**src/mac_defs.svh**
```systemverilog
// format widths and array size shared by the half-precision MAC array, include where needed
`ifndef MAC_DEFS_SVH
`define MAC_DEFS_SVH

// binary16 layout
`define FP_W 16
`define EXP_W 5
`define FRAC_W 10
`define EXP_BIAS 15
`define EXP_MAX 31

// saturation value for any overflow
`define FP_POS_INF 16'h7C00

// array side, 3 and 4 also work
`define SA_N 2

`endif

```
**src/fp16_pkg.sv**
```systemverilog
// shared half-precision word type and controller state type, referenced by scoped name
`include "mac_defs.svh"

package fp16_pkg;

    // sign, exponent, fraction from msb down
    typedef logic [`FP_W-1:0] fp16_t;

    // controller sequence
    //   idle -> shift x across rows -> start and wait per row -> done
    typedef enum logic [2:0] {
        SA_IDLE,
        SA_SHIFT,
        SA_ROW_START,
        SA_ROW_WAIT,
        SA_DONE
    } sa_state_t;

endpackage

```
**src/fp_add.sv**
```systemverilog
// three-stage half-precision adder (align, add, normalize), truncating, used inside mac_unit
`include "mac_defs.svh"

module fp_add (
    input  logic            clk,
    input  logic            nRST,
    input  logic            advance,
    input  fp16_pkg::fp16_t a,
    input  fp16_pkg::fp16_t b,
    output fp16_pkg::fp16_t sum,
    output logic            ovf
);

    // three guard bits below the fraction keep cancellation exact enough
    localparam int ALN_W = `FRAC_W + 4;
    localparam int LZ_W  = $clog2(ALN_W + 1);
    localparam int EXW   = `EXP_W + 2;

    fp16_pkg::fp16_t    big_op, small_op;
    logic [`EXP_W-1:0]  exp_big, exp_small;
    logic [ALN_W-1:0]   sig_big, sig_small;
    logic               inf_in;

    logic               sign_big_q, sign_small_q, inf1_q;
    logic [`EXP_W-1:0]  exp1_q;
    logic [ALN_W-1:0]   sig_big_q, sig_aln_q;

    logic               sign2_q, inf2_q;
    logic [`EXP_W-1:0]  exp2_q;
    logic [ALN_W:0]     sum_q;

    logic [LZ_W-1:0]    lz;
    logic               found;
    logic [ALN_W-1:0]   norm;
    logic signed [EXW-1:0] exp_n;
    logic [`FRAC_W-1:0] frac;
    logic               zero_out;

    // stage 1: order by magnitude, shift the smaller one right
    assign big_op    = (b[`FP_W-2:0] > a[`FP_W-2:0]) ? b : a;
    assign small_op  = (b[`FP_W-2:0] > a[`FP_W-2:0]) ? a : b;
    assign exp_big   = big_op[`FP_W-2 -: `EXP_W];
    assign exp_small = small_op[`FP_W-2 -: `EXP_W];
    assign sig_big   = {(exp_big != '0), big_op[`FRAC_W-1:0], 3'b000};
    assign sig_small = {(exp_small != '0), small_op[`FRAC_W-1:0], 3'b000};
    assign inf_in    = (a[`FP_W-2 -: `EXP_W] == `EXP_MAX) || (b[`FP_W-2 -: `EXP_W] == `EXP_MAX);

    always_ff @(posedge clk, negedge nRST) begin
        if (!nRST) begin
            sign_big_q   <= 1'b0;
            sign_small_q <= 1'b0;
            inf1_q       <= 1'b0;
            exp1_q       <= '0;
            sig_big_q    <= '0;
            sig_aln_q    <= '0;
            sign2_q      <= 1'b0;
            inf2_q       <= 1'b0;
            exp2_q       <= '0;
            sum_q        <= '0;
        end else if (advance) begin
            sign_big_q   <= big_op[`FP_W-1];
            sign_small_q <= small_op[`FP_W-1];
            inf1_q       <= inf_in;
            exp1_q       <= exp_big;
            sig_big_q    <= sig_big;
            sig_aln_q    <= sig_small >> (exp_big - exp_small);
            // stage 2: big magnitude minus small never goes negative
            sign2_q      <= sign_big_q;
            inf2_q       <= inf1_q;
            exp2_q       <= exp1_q;
            sum_q        <= (sign_big_q ^ sign_small_q) ? {1'b0, sig_big_q} - {1'b0, sig_aln_q}
                                                        : {1'b0, sig_big_q} + {1'b0, sig_aln_q};
        end
    end

    // stage 3: leading zero count below the carry bit
    always_comb begin
        lz    = '0;
        found = 1'b0;
        for (int i = ALN_W - 1; i >= 0; i--) begin
            if (!found) begin
                if (sum_q[i]) begin
                    found = 1'b1;
                end else begin
                    lz = lz + 1'b1;
                end
            end
        end
    end

    assign norm  = sum_q[ALN_W-1:0] << lz;
    assign exp_n = sum_q[ALN_W] ? EXW'(exp2_q) + EXW'(1) : EXW'(exp2_q) - EXW'(lz);
    assign frac  = sum_q[ALN_W] ? sum_q[ALN_W-1 -: `FRAC_W] : norm[ALN_W-2 -: `FRAC_W];

    // exact zero and underflow both come out as +0
    assign zero_out = (sum_q == '0) || (exp_n <= 0);
    assign ovf      = inf2_q || (!zero_out && (exp_n >= `EXP_MAX));
    assign sum      = zero_out ? '0 : {sign2_q, exp_n[`EXP_W-1:0], frac};

endmodule

```
**src/fp_mul.sv**
```systemverilog
// two-stage half-precision multiplier with truncation and flush to zero, used inside mac_unit
`include "mac_defs.svh"

module fp_mul (
    input  logic            clk,
    input  logic            nRST,
    input  logic            advance,
    input  fp16_pkg::fp16_t a,
    input  fp16_pkg::fp16_t b,
    output fp16_pkg::fp16_t product,
    output logic            ovf
);

    localparam int SIG_W  = `FRAC_W + 1;
    localparam int PROD_W = 2 * SIG_W;
    localparam int EXW    = `EXP_W + 2;

    logic [`EXP_W-1:0]  exp_a, exp_b;
    logic [PROD_W-1:0]  sig_prod;
    logic [`EXP_W-1:0]  exp_a_q, exp_b_q;
    logic [PROD_W-1:0]  prod_q;
    logic               sign_q, zero_q, inf_q;
    logic               carry;
    logic signed [EXW-1:0] exp_sum;
    logic [`FRAC_W-1:0] frac;

    assign exp_a = a[`FP_W-2 -: `EXP_W];
    assign exp_b = b[`FP_W-2 -: `EXP_W];
    // hidden bit is clear for zero exponent, so subnormals vanish here
    assign sig_prod = {(exp_a != '0), a[`FRAC_W-1:0]} * {(exp_b != '0), b[`FRAC_W-1:0]};

    always_ff @(posedge clk, negedge nRST) begin
        if (!nRST) begin
            sign_q  <= 1'b0;
            exp_a_q <= '0;
            exp_b_q <= '0;
            prod_q  <= '0;
            zero_q  <= 1'b0;
            inf_q   <= 1'b0;
        end else if (advance) begin
            sign_q  <= a[`FP_W-1] ^ b[`FP_W-1];
            exp_a_q <= exp_a;
            exp_b_q <= exp_b;
            prod_q  <= sig_prod;
            zero_q  <= (exp_a == '0) || (exp_b == '0);
            inf_q   <= (exp_a == `EXP_MAX) || (exp_b == `EXP_MAX);
        end
    end

    // product in [1,4), top bit set means one extra exponent step
    assign carry   = prod_q[PROD_W-1];
    assign exp_sum = EXW'(exp_a_q) + EXW'(exp_b_q) + EXW'(carry) - EXW'(`EXP_BIAS);
    assign frac    = carry ? prod_q[PROD_W-2 -: `FRAC_W] : prod_q[PROD_W-3 -: `FRAC_W];

    assign ovf     = !zero_q && (inf_q || (exp_sum >= `EXP_MAX));
    assign product = (zero_q || (exp_sum <= 0)) ? '0 : {sign_q, exp_sum[`EXP_W-1:0], frac};

endmodule

```
**src/mac_unit.sv**
```systemverilog
// one systolic cell: forwards x along the row and adds weight*x to the partial sum from above
`include "mac_defs.svh"

module mac_unit (
    input  logic            clk,
    input  logic            nRST,
    input  logic            shift,
    input  logic            start,
    input  fp16_pkg::fp16_t in_value,
    input  fp16_pkg::fp16_t weight,
    input  fp16_pkg::fp16_t in_accumulate,
    output fp16_pkg::fp16_t in_pass,
    output fp16_pkg::fp16_t out_accumulate,
    output logic            done
);

    fp16_pkg::fp16_t x_q;
    fp16_pkg::fp16_t product;
    fp16_pkg::fp16_t add_sum;
    logic            run_latched, run;
    logic            start_p1, start_p2, start_p3;
    logic            mul_ovf, mul_ovf_q1, mul_ovf_q2, add_ovf;

    // x latch, also feeds the next cell to the right
    always_ff @(posedge clk, negedge nRST) begin
        if (!nRST) begin
            x_q <= '0;
        end else if (shift) begin
            x_q <= in_value;
        end
    end

    assign in_pass = x_q;

    // run stays up until the start token leaves the last stage
    always_ff @(posedge clk, negedge nRST) begin
        if (!nRST) begin
            run_latched <= 1'b0;
        end else begin
            run_latched <= (run_latched | start) & ~start_p3;
        end
    end

    // start enables the first stage in its own cycle
    assign run = run_latched | start;

    // start token and multiplier overflow travel alongside the data
    always_ff @(posedge clk, negedge nRST) begin
        if (!nRST) begin
            start_p1   <= 1'b0;
            start_p2   <= 1'b0;
            start_p3   <= 1'b0;
            mul_ovf_q1 <= 1'b0;
            mul_ovf_q2 <= 1'b0;
        end else if (run) begin
            start_p1   <= start;
            start_p2   <= start_p1;
            start_p3   <= start_p2;
            mul_ovf_q1 <= mul_ovf;
            mul_ovf_q2 <= mul_ovf_q1;
        end
    end

    fp_mul fp_mul_inst (
        .clk     (clk),
        .nRST    (nRST),
        .advance (run),
        .a       (x_q),
        .b       (weight),
        .product (product),
        .ovf     (mul_ovf)
    );

    fp_add fp_add_inst (
        .clk     (clk),
        .nRST    (nRST),
        .advance (run),
        .a       (product),
        .b       (in_accumulate),
        .sum     (add_sum),
        .ovf     (add_ovf)
    );

    // overflow of either sign saturates to +inf
    assign out_accumulate = (mul_ovf_q2 | add_ovf) ? `FP_POS_INF : add_sum;
    assign done           = start_p3;

endmodule

```
**src/sa_control.sv**
```systemverilog
// array controller: shifts x into every row, then starts the rows one after another
`include "mac_defs.svh"

module sa_control (
    input  logic             clk,
    input  logic             nRST,
    input  logic             start,
    input  logic [`SA_N-1:0] row_done,
    output logic             shift,
    output logic [`SA_N-1:0] row_start,
    output logic             busy,
    output logic             valid
);

    localparam int IDX_W = (`SA_N > 1) ? $clog2(`SA_N) : 1;
    localparam logic [IDX_W-1:0] LAST = IDX_W'(`SA_N - 1);

    fp16_pkg::sa_state_t state, next_state;
    logic [IDX_W-1:0]    cnt, next_cnt;
    logic [IDX_W-1:0]    row_idx, next_row;

    always_ff @(posedge clk, negedge nRST) begin
        if (!nRST) begin
            state   <= fp16_pkg::SA_IDLE;
            cnt     <= '0;
            row_idx <= '0;
        end else begin
            state   <= next_state;
            cnt     <= next_cnt;
            row_idx <= next_row;
        end
    end

    always_comb begin
        next_state = state;
        next_cnt   = cnt;
        next_row   = row_idx;
        case (state)
            fp16_pkg::SA_IDLE: begin
                if (start) begin
                    next_state = fp16_pkg::SA_SHIFT;
                    next_cnt   = '0;
                end
            end
            // one shift per column gets x to the far end of each row
            fp16_pkg::SA_SHIFT: begin
                if (cnt == LAST) begin
                    next_state = fp16_pkg::SA_ROW_START;
                    next_row   = '0;
                end else begin
                    next_cnt = cnt + 1'b1;
                end
            end
            fp16_pkg::SA_ROW_START: next_state = fp16_pkg::SA_ROW_WAIT;
            fp16_pkg::SA_ROW_WAIT: begin
                if (row_done[row_idx]) begin
                    if (row_idx == LAST) begin
                        next_state = fp16_pkg::SA_DONE;
                    end else begin
                        next_row   = row_idx + 1'b1;
                        next_state = fp16_pkg::SA_ROW_START;
                    end
                end
            end
            fp16_pkg::SA_DONE: next_state = fp16_pkg::SA_IDLE;
            default:           next_state = fp16_pkg::SA_IDLE;
        endcase
    end

    always_comb begin
        row_start = '0;
        if (state == fp16_pkg::SA_ROW_START) begin
            row_start[row_idx] = 1'b1;
        end
    end

    assign shift = (state == fp16_pkg::SA_SHIFT);
    assign valid = (state == fp16_pkg::SA_DONE);
    assign busy  = (state != fp16_pkg::SA_IDLE) && (state != fp16_pkg::SA_DONE);

endmodule

```
**src/systolic_top.sv**
```systemverilog
// top of the weight-stationary fp16 array, y = W^T x from the bottom row of cells
`include "mac_defs.svh"

module systolic_top (
    input  logic                     clk,
    input  logic                     nRST,
    input  logic                     weight_we,
    input  logic [$clog2(`SA_N)-1:0] weight_row,
    input  logic [$clog2(`SA_N)-1:0] weight_col,
    input  fp16_pkg::fp16_t          weight_data,
    input  logic [`SA_N*`FP_W-1:0]   x_in,
    input  logic                     start,
    output logic                     busy,
    output logic                     valid,
    output logic [`SA_N*`FP_W-1:0]   y
);

    fp16_pkg::fp16_t  weight_q [`SA_N][`SA_N];
    fp16_pkg::fp16_t  val_in   [`SA_N][`SA_N];
    fp16_pkg::fp16_t  acc_in   [`SA_N][`SA_N];
    fp16_pkg::fp16_t  pass_w   [`SA_N][`SA_N];
    fp16_pkg::fp16_t  acc_w    [`SA_N][`SA_N];
    logic             done_w   [`SA_N][`SA_N];
    logic [`SA_N-1:0] row_done;
    logic [`SA_N-1:0] row_start;
    logic             shift;

    // weights only change while the controller is idle
    always_ff @(posedge clk, negedge nRST) begin
        if (!nRST) begin
            for (int r = 0; r < `SA_N; r++) begin
                for (int c = 0; c < `SA_N; c++) begin
                    weight_q[r][c] <= '0;
                end
            end
        end else if (weight_we && !busy && !valid) begin
            weight_q[weight_row][weight_col] <= weight_data;
        end
    end

    sa_control sa_control_inst (
        .clk       (clk),
        .nRST      (nRST),
        .start     (start),
        .row_done  (row_done),
        .shift     (shift),
        .row_start (row_start),
        .busy      (busy),
        .valid     (valid)
    );

    for (genvar r = 0; r < `SA_N; r++) begin : g_row
        for (genvar c = 0; c < `SA_N; c++) begin : g_col
            if (c == 0) begin : g_left
                assign val_in[r][c] = x_in[r*`FP_W +: `FP_W];
            end else begin : g_inner
                assign val_in[r][c] = pass_w[r][c-1];
            end
            // top row starts from +0
            if (r == 0) begin : g_top
                assign acc_in[r][c] = '0;
            end else begin : g_below
                assign acc_in[r][c] = acc_w[r-1][c];
            end

            mac_unit mac_unit_inst (
                .clk            (clk),
                .nRST           (nRST),
                .shift          (shift),
                .start          (row_start[r]),
                .in_value       (val_in[r][c]),
                .weight         (weight_q[r][c]),
                .in_accumulate  (acc_in[r][c]),
                .in_pass        (pass_w[r][c]),
                .out_accumulate (acc_w[r][c]),
                .done           (done_w[r][c])
            );
        end
        // the whole row starts together, column 0 speaks for it
        assign row_done[r] = done_w[r][0];
    end

    for (genvar c = 0; c < `SA_N; c++) begin : g_out
        assign y[c*`FP_W +: `FP_W] = acc_w[`SA_N-1][c];
    end

endmodule
```
**config.mk**
```make
export PLATFORM = sky130hd
export DESIGN_NAME = systolic_top
export DESIGN_NICKNAME = d
export VERILOG_FILES = /design/src/fp16_pkg.sv /design/src/fp_add.sv /design/src/fp_mul.sv /design/src/mac_unit.sv /design/src/sa_control.sv /design/src/systolic_top.sv
export VERILOG_INCLUDE_DIRS = /design/src
export SDC_FILE = /design/constraint.sdc
export NUM_CORES = 2
export LEC_CHECK = 0
export BUFFER_PORTS_ARGS = -buffer_cell sky130_fd_sc_hd__buf_2
export CORE_MARGIN = 5
export CORE_UTILIZATION = 55
export CTS_CLUSTER_SIZE = 30
export DETAILED_ROUTE_END_ITERATION = 10
export PLACE_DENSITY = 0.71
export SLEW_MARGIN = 0
export SYNTH_ARGS = -nofsm -noshare
export SYNTH_HDL_FRONTEND = slang
export SYNTH_HIERARCHICAL = 1
export SYNTH_SLANG_ARGS = --single-unit
```
**constraint.sdc**
```tcl
create_clock -name clk -period 26.9 [get_ports clk]
set_clock_uncertainty 0.05 [all_clocks]
set_input_delay 4.035 -clock clk [delete_from_list [all_inputs] [get_ports clk]]
set_output_delay 4.035 -clock clk [all_outputs]
set_load 0.005 [all_outputs]
```
# Yosys cells after proc, flatten, opt, wreduce, memory -nomap -nowiden

Cells that the tools add are included.

Bits in registers: 517
Bits in latches: 0
RAM bits: 0
Bits in read-only memories: 0
Input bits: 54
Output and inout bits: 34
Logic and storage cells: 622
Memories kept: 0

Add/sub/neg operators: 86
Multipliers: 4
Divide/modulo/power cells: 0
$lt $le $gt $ge: 26
Eq/ne operators: 22
Shifts and indexed selects: 8
Multiplexer cells: 266
Bitwise operators: 26
Reductions and logical operators: 85

Operator list:

| cell                  | count |
|---|---|
| $mux W4               | 104 |
| $mux W16              | 21 |
| $add A4 B1 Y4 const B | 52 |
| $mux W1               | 112 |
| $mul A11 B11 Y22      | 4 |
| $mux W10              | 8 |
| $reduce_bool A5 Y1    | 16 |
| $eq A5 B5 Y1 const B  | 14 |
| $bwmux W64            | 1 |
| $add A14 B14 Y15      | 4 |
| $logic_not A15 Y1     | 4 |
| $mux W15              | 4 |
| $sub A14 B14 Y15      | 4 |
| $ge A7 B6 Y1 const B  | 8 |
| $le A7 B1 Y1 const B  | 8 |
| $shl A14 B4 Y13       | 4 |
| $shr A14 B5 Y14       | 4 |
| $logic_not A5 Y1      | 8 |
| $demux W32 S1         | 1 |
| $mux W32              | 1 |
| $gt A1 B15 Y1 const A | 2 |
| $gt A15 B15 Y1        | 2 |
| $add A6 B1 Y7         | 4 |
| $mux W7               | 4 |
| 35 further kinds      | 129 |

# Logic depth before layout (Yosys ltp)

Depth after elaboration: 53
Gate-level depth with buffers: 62

# Modules after synthesis

Netlist, hierarchy kept.

By module, submodules not included:

| module                                                    | times used | cells an instance | area each (um^2) |
|---|---|---|---|
| fp_add at g_row[0].g_col[0].mac_unit_inst.fp_add_inst ... | 3          | 840               | 6,637.6 |
| fp_add at g_row[1].g_col[0].mac_unit_inst.fp_add_inst     | 1          | 808               | 6,487.5 |
| fp_mul at g_row[1].g_col[1].mac_unit_inst.fp_mul_inst     | 1          | 646               | 5,609.1 |
| fp_mul at g_row[0].g_col[0].mac_unit_inst.fp_mul_inst     | 1          | 640               | 5,587.9 |
| fp_mul at g_row[0].g_col[1].mac_unit_inst.fp_mul_inst     | 1          | 642               | 5,565.3 |
| fp_mul at g_row[1].g_col[0].mac_unit_inst.fp_mul_inst     | 1          | 609               | 5,393.9 |
| mac_unit                                                  | 4          | 67                | 982.2 |
| systolic_top                                              | 1          | 140               | 2,492.4 |
| sa_control                                                | 1          | 31                | 285.3 |

# Least setup slack after synthesis

No wires, ideal clock.

Kind: register to output
Start: reg g_row[1].g_col[0].mac_unit_inst.fp_add_inst.sum_q[10]
End: out y[5]
Arrival: 8,292 ps
Slack: 14,523 ps
Stages on the path, launching flop included: 47
Buffers on the path: 4
Path through: dfrtp_1 buf_6 or4_1 buf_2 and2_1 ha_1 inv_1 o21ai_0 and2_1 o21bai_1 ha_1 nor2_1 o2111ai_1 a31oi_1 nand2_1 a31oi_1 ha_1 nand2_1 [11 not listed] nand2_1 xnor3_1 o31ai_2 clkbuf_4 inv_1 ha_1 nand2_1 nor2_1 a2111oi_0 a41oi_1 xor2_1 and3_1 a31o_2 clkbuf_1 nor2_1 nand4_1 o211ai_1 and2_1

RTL lines:

| element                                        | RTL line           | source |
|---|---|---|
| start: declaration                             | fp_add.sv:30       | `logic [ALN_W:0] sum_q;` |
| start signal: assignment                       | fp_add.sv:71       | `sum_q <= (sign_big_q ^ sign_small_q) ? {1'b0, sig_big_q} - {1'b0, sig_aln_q}` |
| $mux W4                                        | fp_add.sv:82       | `if (sum_q[i]) begin` |
| $mux W4                                        | fp_add.sv:81       | `if (!found) begin` |
| $add A4 B1 Y4                                  | fp_add.sv:85       | `lz = lz + 1'b1;` |
| $mux W4                                        | fp_add.sv:82       |  |
| $mux W4                                        | fp_add.sv:81       |  |
| $add A4 B1 Y4                                  | fp_add.sv:85       |  |
| $mux W4                                        | fp_add.sv:82       |  |
| $mux W4                                        | fp_add.sv:81       |  |
| [23 not listed]                                | n/a                |  |
| $mux W4                                        | fp_add.sv:81       |  |
| $sub A5 B4 Y6                                  | fp_add.sv:92       | `assign exp_n = sum_q[ALN_W] ? EXW'(exp2_q) + EXW'(1) : EXW'(exp2_q) - EXW'(lz);` |
| $mux W7                                        | fp_add.sv:92       |  |
| $le A7 B1 Y1                                   | fp_add.sv:96       | `assign zero_out = (sum_q == '0) \|\| (exp_n <= 0);` |
| $logic_or A1 B1 Y1                             | fp_add.sv:96       |  |
| $mux W16 (*)                                   | fp_add.sv:98       | `` assign sum = zero_out ? '0 : {sign2_q, exp_n[`EXP_W-1:0], frac}; `` |
| via g_row[1].g_col[0].mac_unit_inst.add_sum[5] | mac_unit.sv:19     | `fp16_pkg::fp16_t add_sum;` |
| $mux W16 (*)                                   | mac_unit.sv:85     | `` assign out_accumulate = (mul_ovf_q2 \| add_ovf) ? `FP_POS_INF : add_sum; `` |
| end: declaration                               | systolic_top.sv:15 | `` output logic [`SA_N*`FP_W-1:0] y `` |

The timed path passes the listed nets; every way through them passes the cells marked *.

# Worst setup path after layout

Start: reg g_row[1].g_col[0].mac_unit_inst.fp_add_inst.sum_q[12]
End: out y[5]

RTL lines:

| element                                        | RTL line |
|---|---|
| $mux W4                                        | fp_add.sv:82 |
| $mux W4                                        | fp_add.sv:81 |
| $add A4 B1 Y4                                  | fp_add.sv:85 |
| $mux W4                                        | fp_add.sv:82 |
| $mux W4                                        | fp_add.sv:81 |
| $add A4 B1 Y4                                  | fp_add.sv:85 |
| $mux W4                                        | fp_add.sv:82 |
| $mux W4                                        | fp_add.sv:81 |
| [29 not listed]                                | n/a |
| $mux W4                                        | fp_add.sv:81 |
| $sub A5 B4 Y6                                  | fp_add.sv:92 |
| $mux W7                                        | fp_add.sv:92 |
| $le A7 B1 Y1                                   | fp_add.sv:96 |
| $logic_or A1 B1 Y1                             | fp_add.sv:96 |
| $mux W16 (*)                                   | fp_add.sv:98 |
| via g_row[1].g_col[0].mac_unit_inst.add_sum[5] | mac_unit.sv:19 |
| $mux W16 (*)                                   | mac_unit.sv:85 |

Marks and branches as above.

==> run_summary.xml <==
<?xml version="1.0" encoding="UTF-8"?>
<metrics>
  <group name="place">
    <metric name="place_hpwl" unit="mm">101</metric>
    <metric name="placed_cells_incl_taps" unit="">7564</metric>
    <metric name="finalWeightedCongestion" unit="">0.899</metric>
    <metric name="portbufs" unit="">87</metric>
  </group>
  <group name="worst_setup_path">
    <metric name="arrival" unit="ns">10.61</metric>
    <metric name="cpLargestDelayFamily" unit="">simple AND/OR/NAND/NOR gates</metric>
    <metric name="reg2reg_depth" unit="">51</metric>
    <metric name="setup.worst_path.class" unit="">flop to output pin</metric>
    <metric name="cp.buffers_inverters" unit="">3</metric>
    <metric name="crit_slowest_cell" unit="">or4_1</metric>
    <metric name="endpoint_kind" unit="">output pin</metric>
    <metric name="critPathMaxFanout" unit="">11</metric>
    <metric name="timing.critical_path.required" unit="ns">22.82</metric>
    <metric name="critPathLaunchType" unit="">flop</metric>
    <metric name="cpPeakStageDelay" unit="ns">0.71</metric>
    <metric name="r2r_slack" unit="ns">14.15</metric>
    <metric name="cpMostUsedCell" unit="">ha_1</metric>
  </group>
  <group name="floorplan">
    <metric name="fp.dieArea" unit="sq um">107000</metric>
    <metric name="floorplan.initialDensity" unit="">0.553</metric>
    <metric name="design.portCount" unit="">88</metric>
    <metric name="die_y" unit="um">327</metric>
    <metric name="core-area" unit="sq um">99900</metric>
    <metric name="num_rows" unit="">116</metric>
    <metric name="dieWidth" unit="um">327</metric>
  </group>
  <group name="clock_tree">
    <metric name="cts_resizes" unit="">0</metric>
    <metric name="clkTransAtPathRegs" unit="ns">0.06</metric>
    <metric name="cts_max_path_buffers" unit="">3</metric>
    <metric name="cts.htree.levels" unit="">2</metric>
    <metric name="cts.repair_timing.setup_buffer_count" unit="">0</metric>
    <metric name="cts_hold_buf" unit="">0</metric>
    <metric name="clk_latency" unit="ns">0.64</metric>
    <metric name="cts_root_buffer" unit="">clkbuf_16</metric>
    <metric name="tritoncts_clock_tree" unit="">yes</metric>
    <metric name="tritoncts_num_sinks" unit="">477</metric>
    <metric name="cts_inserted_buffers" unit="">57</metric>
  </group>
  <group name="layout">
    <metric name="mostFrequentLayoutCell" unit="">inv_1</metric>
    <metric name="nFillCells" unit="">8805</metric>
    <metric name="final-instance-count-excl-fill" unit="">7674</metric>
    <metric name="layout.core_utilization" unit="">0.589</metric>
    <metric name="layout-drive-gt1-share" unit="">0.107</metric>
    <metric name="most-common-layout-cells" unit="">inv_1 (768), nand2_1 (580), ha_1 (488), dfrtp_1 (477), nor2_1 (435)</metric>
    <metric name="finalNetCount" unit="">7195</metric>
    <metric name="syn2layout_area_growth" unit="%">6.38</metric>
  </group>
  <group name="yosys">
    <metric name="register_bit_total_from_synthesis" unit="">477</metric>
    <metric name="post_synth.cell_area_avg" unit="sq um">8.77</metric>
    <metric name="synthDistinctLibCells" unit="">125</metric>
    <metric name="synth_seq_area_share" unit="">0.216</metric>
    <metric name="netlist_instances" unit="">6304</metric>
    <metric name="async_flop_share" unit="">1.00</metric>
    <metric name="synthFlopType" unit="">dfrtp_1</metric>
    <metric name="netlist_area" unit="sq um">55300</metric>
    <metric name="number_of_flops_mapped_to_enable_cells_by_yosys" unit="">0</metric>
    <metric name="yosysWarningCount" unit="">6</metric>
  </group>
  <group name="sta">
    <metric name="final_min_period_over_clock_period" unit="">0.546</metric>
    <metric name="achievable-frequency" unit="GHz">0.0681</metric>
    <metric name="worstMarginPinSlew" unit="ns">1.21</metric>
    <metric name="finalHoldViolations" unit="">0</metric>
    <metric name="setup_viol" unit="">0</metric>
    <metric name="slew_viol_final" unit="">0</metric>
    <metric name="grt_setup_unrepaired" unit="">no</metric>
    <metric name="finalHoldWorstSlack" unit="ns">0.369</metric>
    <metric name="layout_min_cycle_time" unit="ns">14.69</metric>
    <metric name="max_slew_margin" unit="">0.192</metric>
    <metric name="timing.setup.tns" unit="ns">0</metric>
  </group>
  <group name="worst_hold_path">
    <metric name="timing.hold.worst_endpoint" unit="">g_row[0].g_col[1].mac_unit_inst/run_latched</metric>
    <metric name="min_delay_path_depth" unit="">1</metric>
    <metric name="min-delay-path-class" unit="">flop to flop</metric>
    <metric name="holdCritStartpoint" unit="">g_row[0].g_col[1].mac_unit_inst/done</metric>
  </group>
  <group name="routing">
    <metric name="drc" unit="">0</metric>
    <metric name="drt_iter0_drc" unit="">3384</metric>
    <metric name="drt-pass1-iter-count" unit="">6</metric>
    <metric name="via_per_inst" unit="">5.83</metric>
    <metric name="drtAntennaViolNets" unit="">0</metric>
    <metric name="totalWireLength" unit="mm">130</metric>
    <metric name="avgRoutedWirePerCell" unit="um">17.0</metric>
    <metric name="route.vias.total" unit="">44735</metric>
  </group>
  <group name="global_routing">
    <metric name="number_of_antenna_violations_at_the_first_check_in_global_routing" unit="">10</metric>
    <metric name="maximum_number_of_pins_on_one_net_before_global_route_repair" unit="">146</metric>
    <metric name="via_count_of_the_first_global_routing_pass" unit="">44564</metric>
    <metric name="global_route_wire_length_before_repair" unit="mm">222</metric>
    <metric name="gr-usage-all-layers" unit="">0.242</metric>
    <metric name="grt.overflow.total" unit="">0</metric>
  </group>
  <group name="job">
    <metric name="max_capacitance_violation_count" unit="">0</metric>
  </group>
  <group name="run_status">
    <metric name="result_of_the_run" unit="">completed</metric>
  </group>
</metrics>
==> through the flow <==
step | instance area [sq um] | setup WS [ns]
final | 58800 | 12.21
after floorplan | 55800 | 14.52
after global placement | 56700 | 13.18
after detailed placement | 56700 | 12.85
after global routing | 58800 | 11.41
after CTS | 58800 | 12.18
==> cells in the mapped netlist, drive strengths merged (87+ instances only) <==
library cell  instances  area (sq um)
nor3                118           601
dfrtp               477         11900
nor2                455          1790
a21oi               339          1700
nand2               587          2220
fa                  328          6570
and2                313          1960
ha                  488          6110
nand3               134           671
inv                 775          2910
o21ai               211          1060
mux2i               185          1850
a31oi                87           559
mux2                277          3310
clkbuf              223           852
xnor2               104           948
==> flip-flops by register name, indices dropped and copies added, names as in the netlist, 20 cells and up <==
name and cells:
g_row.g_col.mac_unit_inst/fp_add_inst/exp1_q 20, g_row.g_col.mac_unit_inst/in_pass 64, g_row.g_col.mac_unit_inst/fp_mul_inst/exp_a_q 20, g_row.g_col.mac_unit_inst/fp_add_inst/sum_q 60
g_row.g_col.mac_unit_inst/fp_add_inst/sig_aln_q 56, g_row.g_col.mac_unit_inst/fp_add_inst/exp2_q 20, g_row.g_col.mac_unit_inst/fp_mul_inst/exp_b_q 20, weight_q 64
g_row.g_col.mac_unit_inst/fp_add_inst/sig_big_q 44, g_row.g_col.mac_unit_inst/fp_mul_inst/prod_q 48
==> how the worst max path moves through the flow <==
stage | from | end | slack [ns] | cells past startpoint
3_5_place_dp | flop | y[5] | 12.85 | 43
6_report | flop | y[5] | 12.21 | 43
4_1_cts | flop | y[5] | 12.18 | 43
5_1_grt | flop | y[5] | 11.41 | 43
3_3_place_gp | flop | y[5] | 13.18 | 43
2_1_floorplan | flop | y[5] | 14.52 | 46
==> per-layer routing <==
| layer | routed length, um | up-vias | track usage | share of wire |
|---|---|---|---|---|
| met4 | 2490 | 6 | 0.0546 | 0.019 |
| li1 | - | 21628 | - | - |
| met3 | 8030 | 183 | 0.0451 | 0.062 |
| met1 | 59400 | 21795 | 0.332 | 0.46 |
| met5 | 33 | - | 0 | 0.00025 |
| met2 | 60400 | 1123 | 0.403 | 0.46 |
==> layout make-up <==
class                   count  area (sq um)  area share
repair buffers            121           713      0.0121
flip-flops and latches    477         11900       0.203
well taps                1298          1620      0.0276
diodes                      4          10.0    0.000170
inverters                 778          2930      0.0498
clock buffers              71          1590      0.0271
multi-input cells        4890         39500       0.672
clock inverters            35           453     0.00770
==> cells by family (layout without fill, tap and decap cells) <==
family                     count (synthesis)  after routing  share of synthesized area
DFF                                      477            477                      0.216
other                                      1            148                  0.0000679
adders and majority gates                816            816                      0.229
buffers and inverters                   1080           1005                     0.0786
and+or+nand+nor                         2043           2043                      0.188
muxes                                    501            501                      0.109
AOI/OAI and AO/OA                       1210           1210                      0.148
xor gates and xnor gates                 176            176                     0.0314
Power is left out: the tool's default activity adds up to more than one toggle a clock period on the data nets, which glitch-free logic cannot reach.
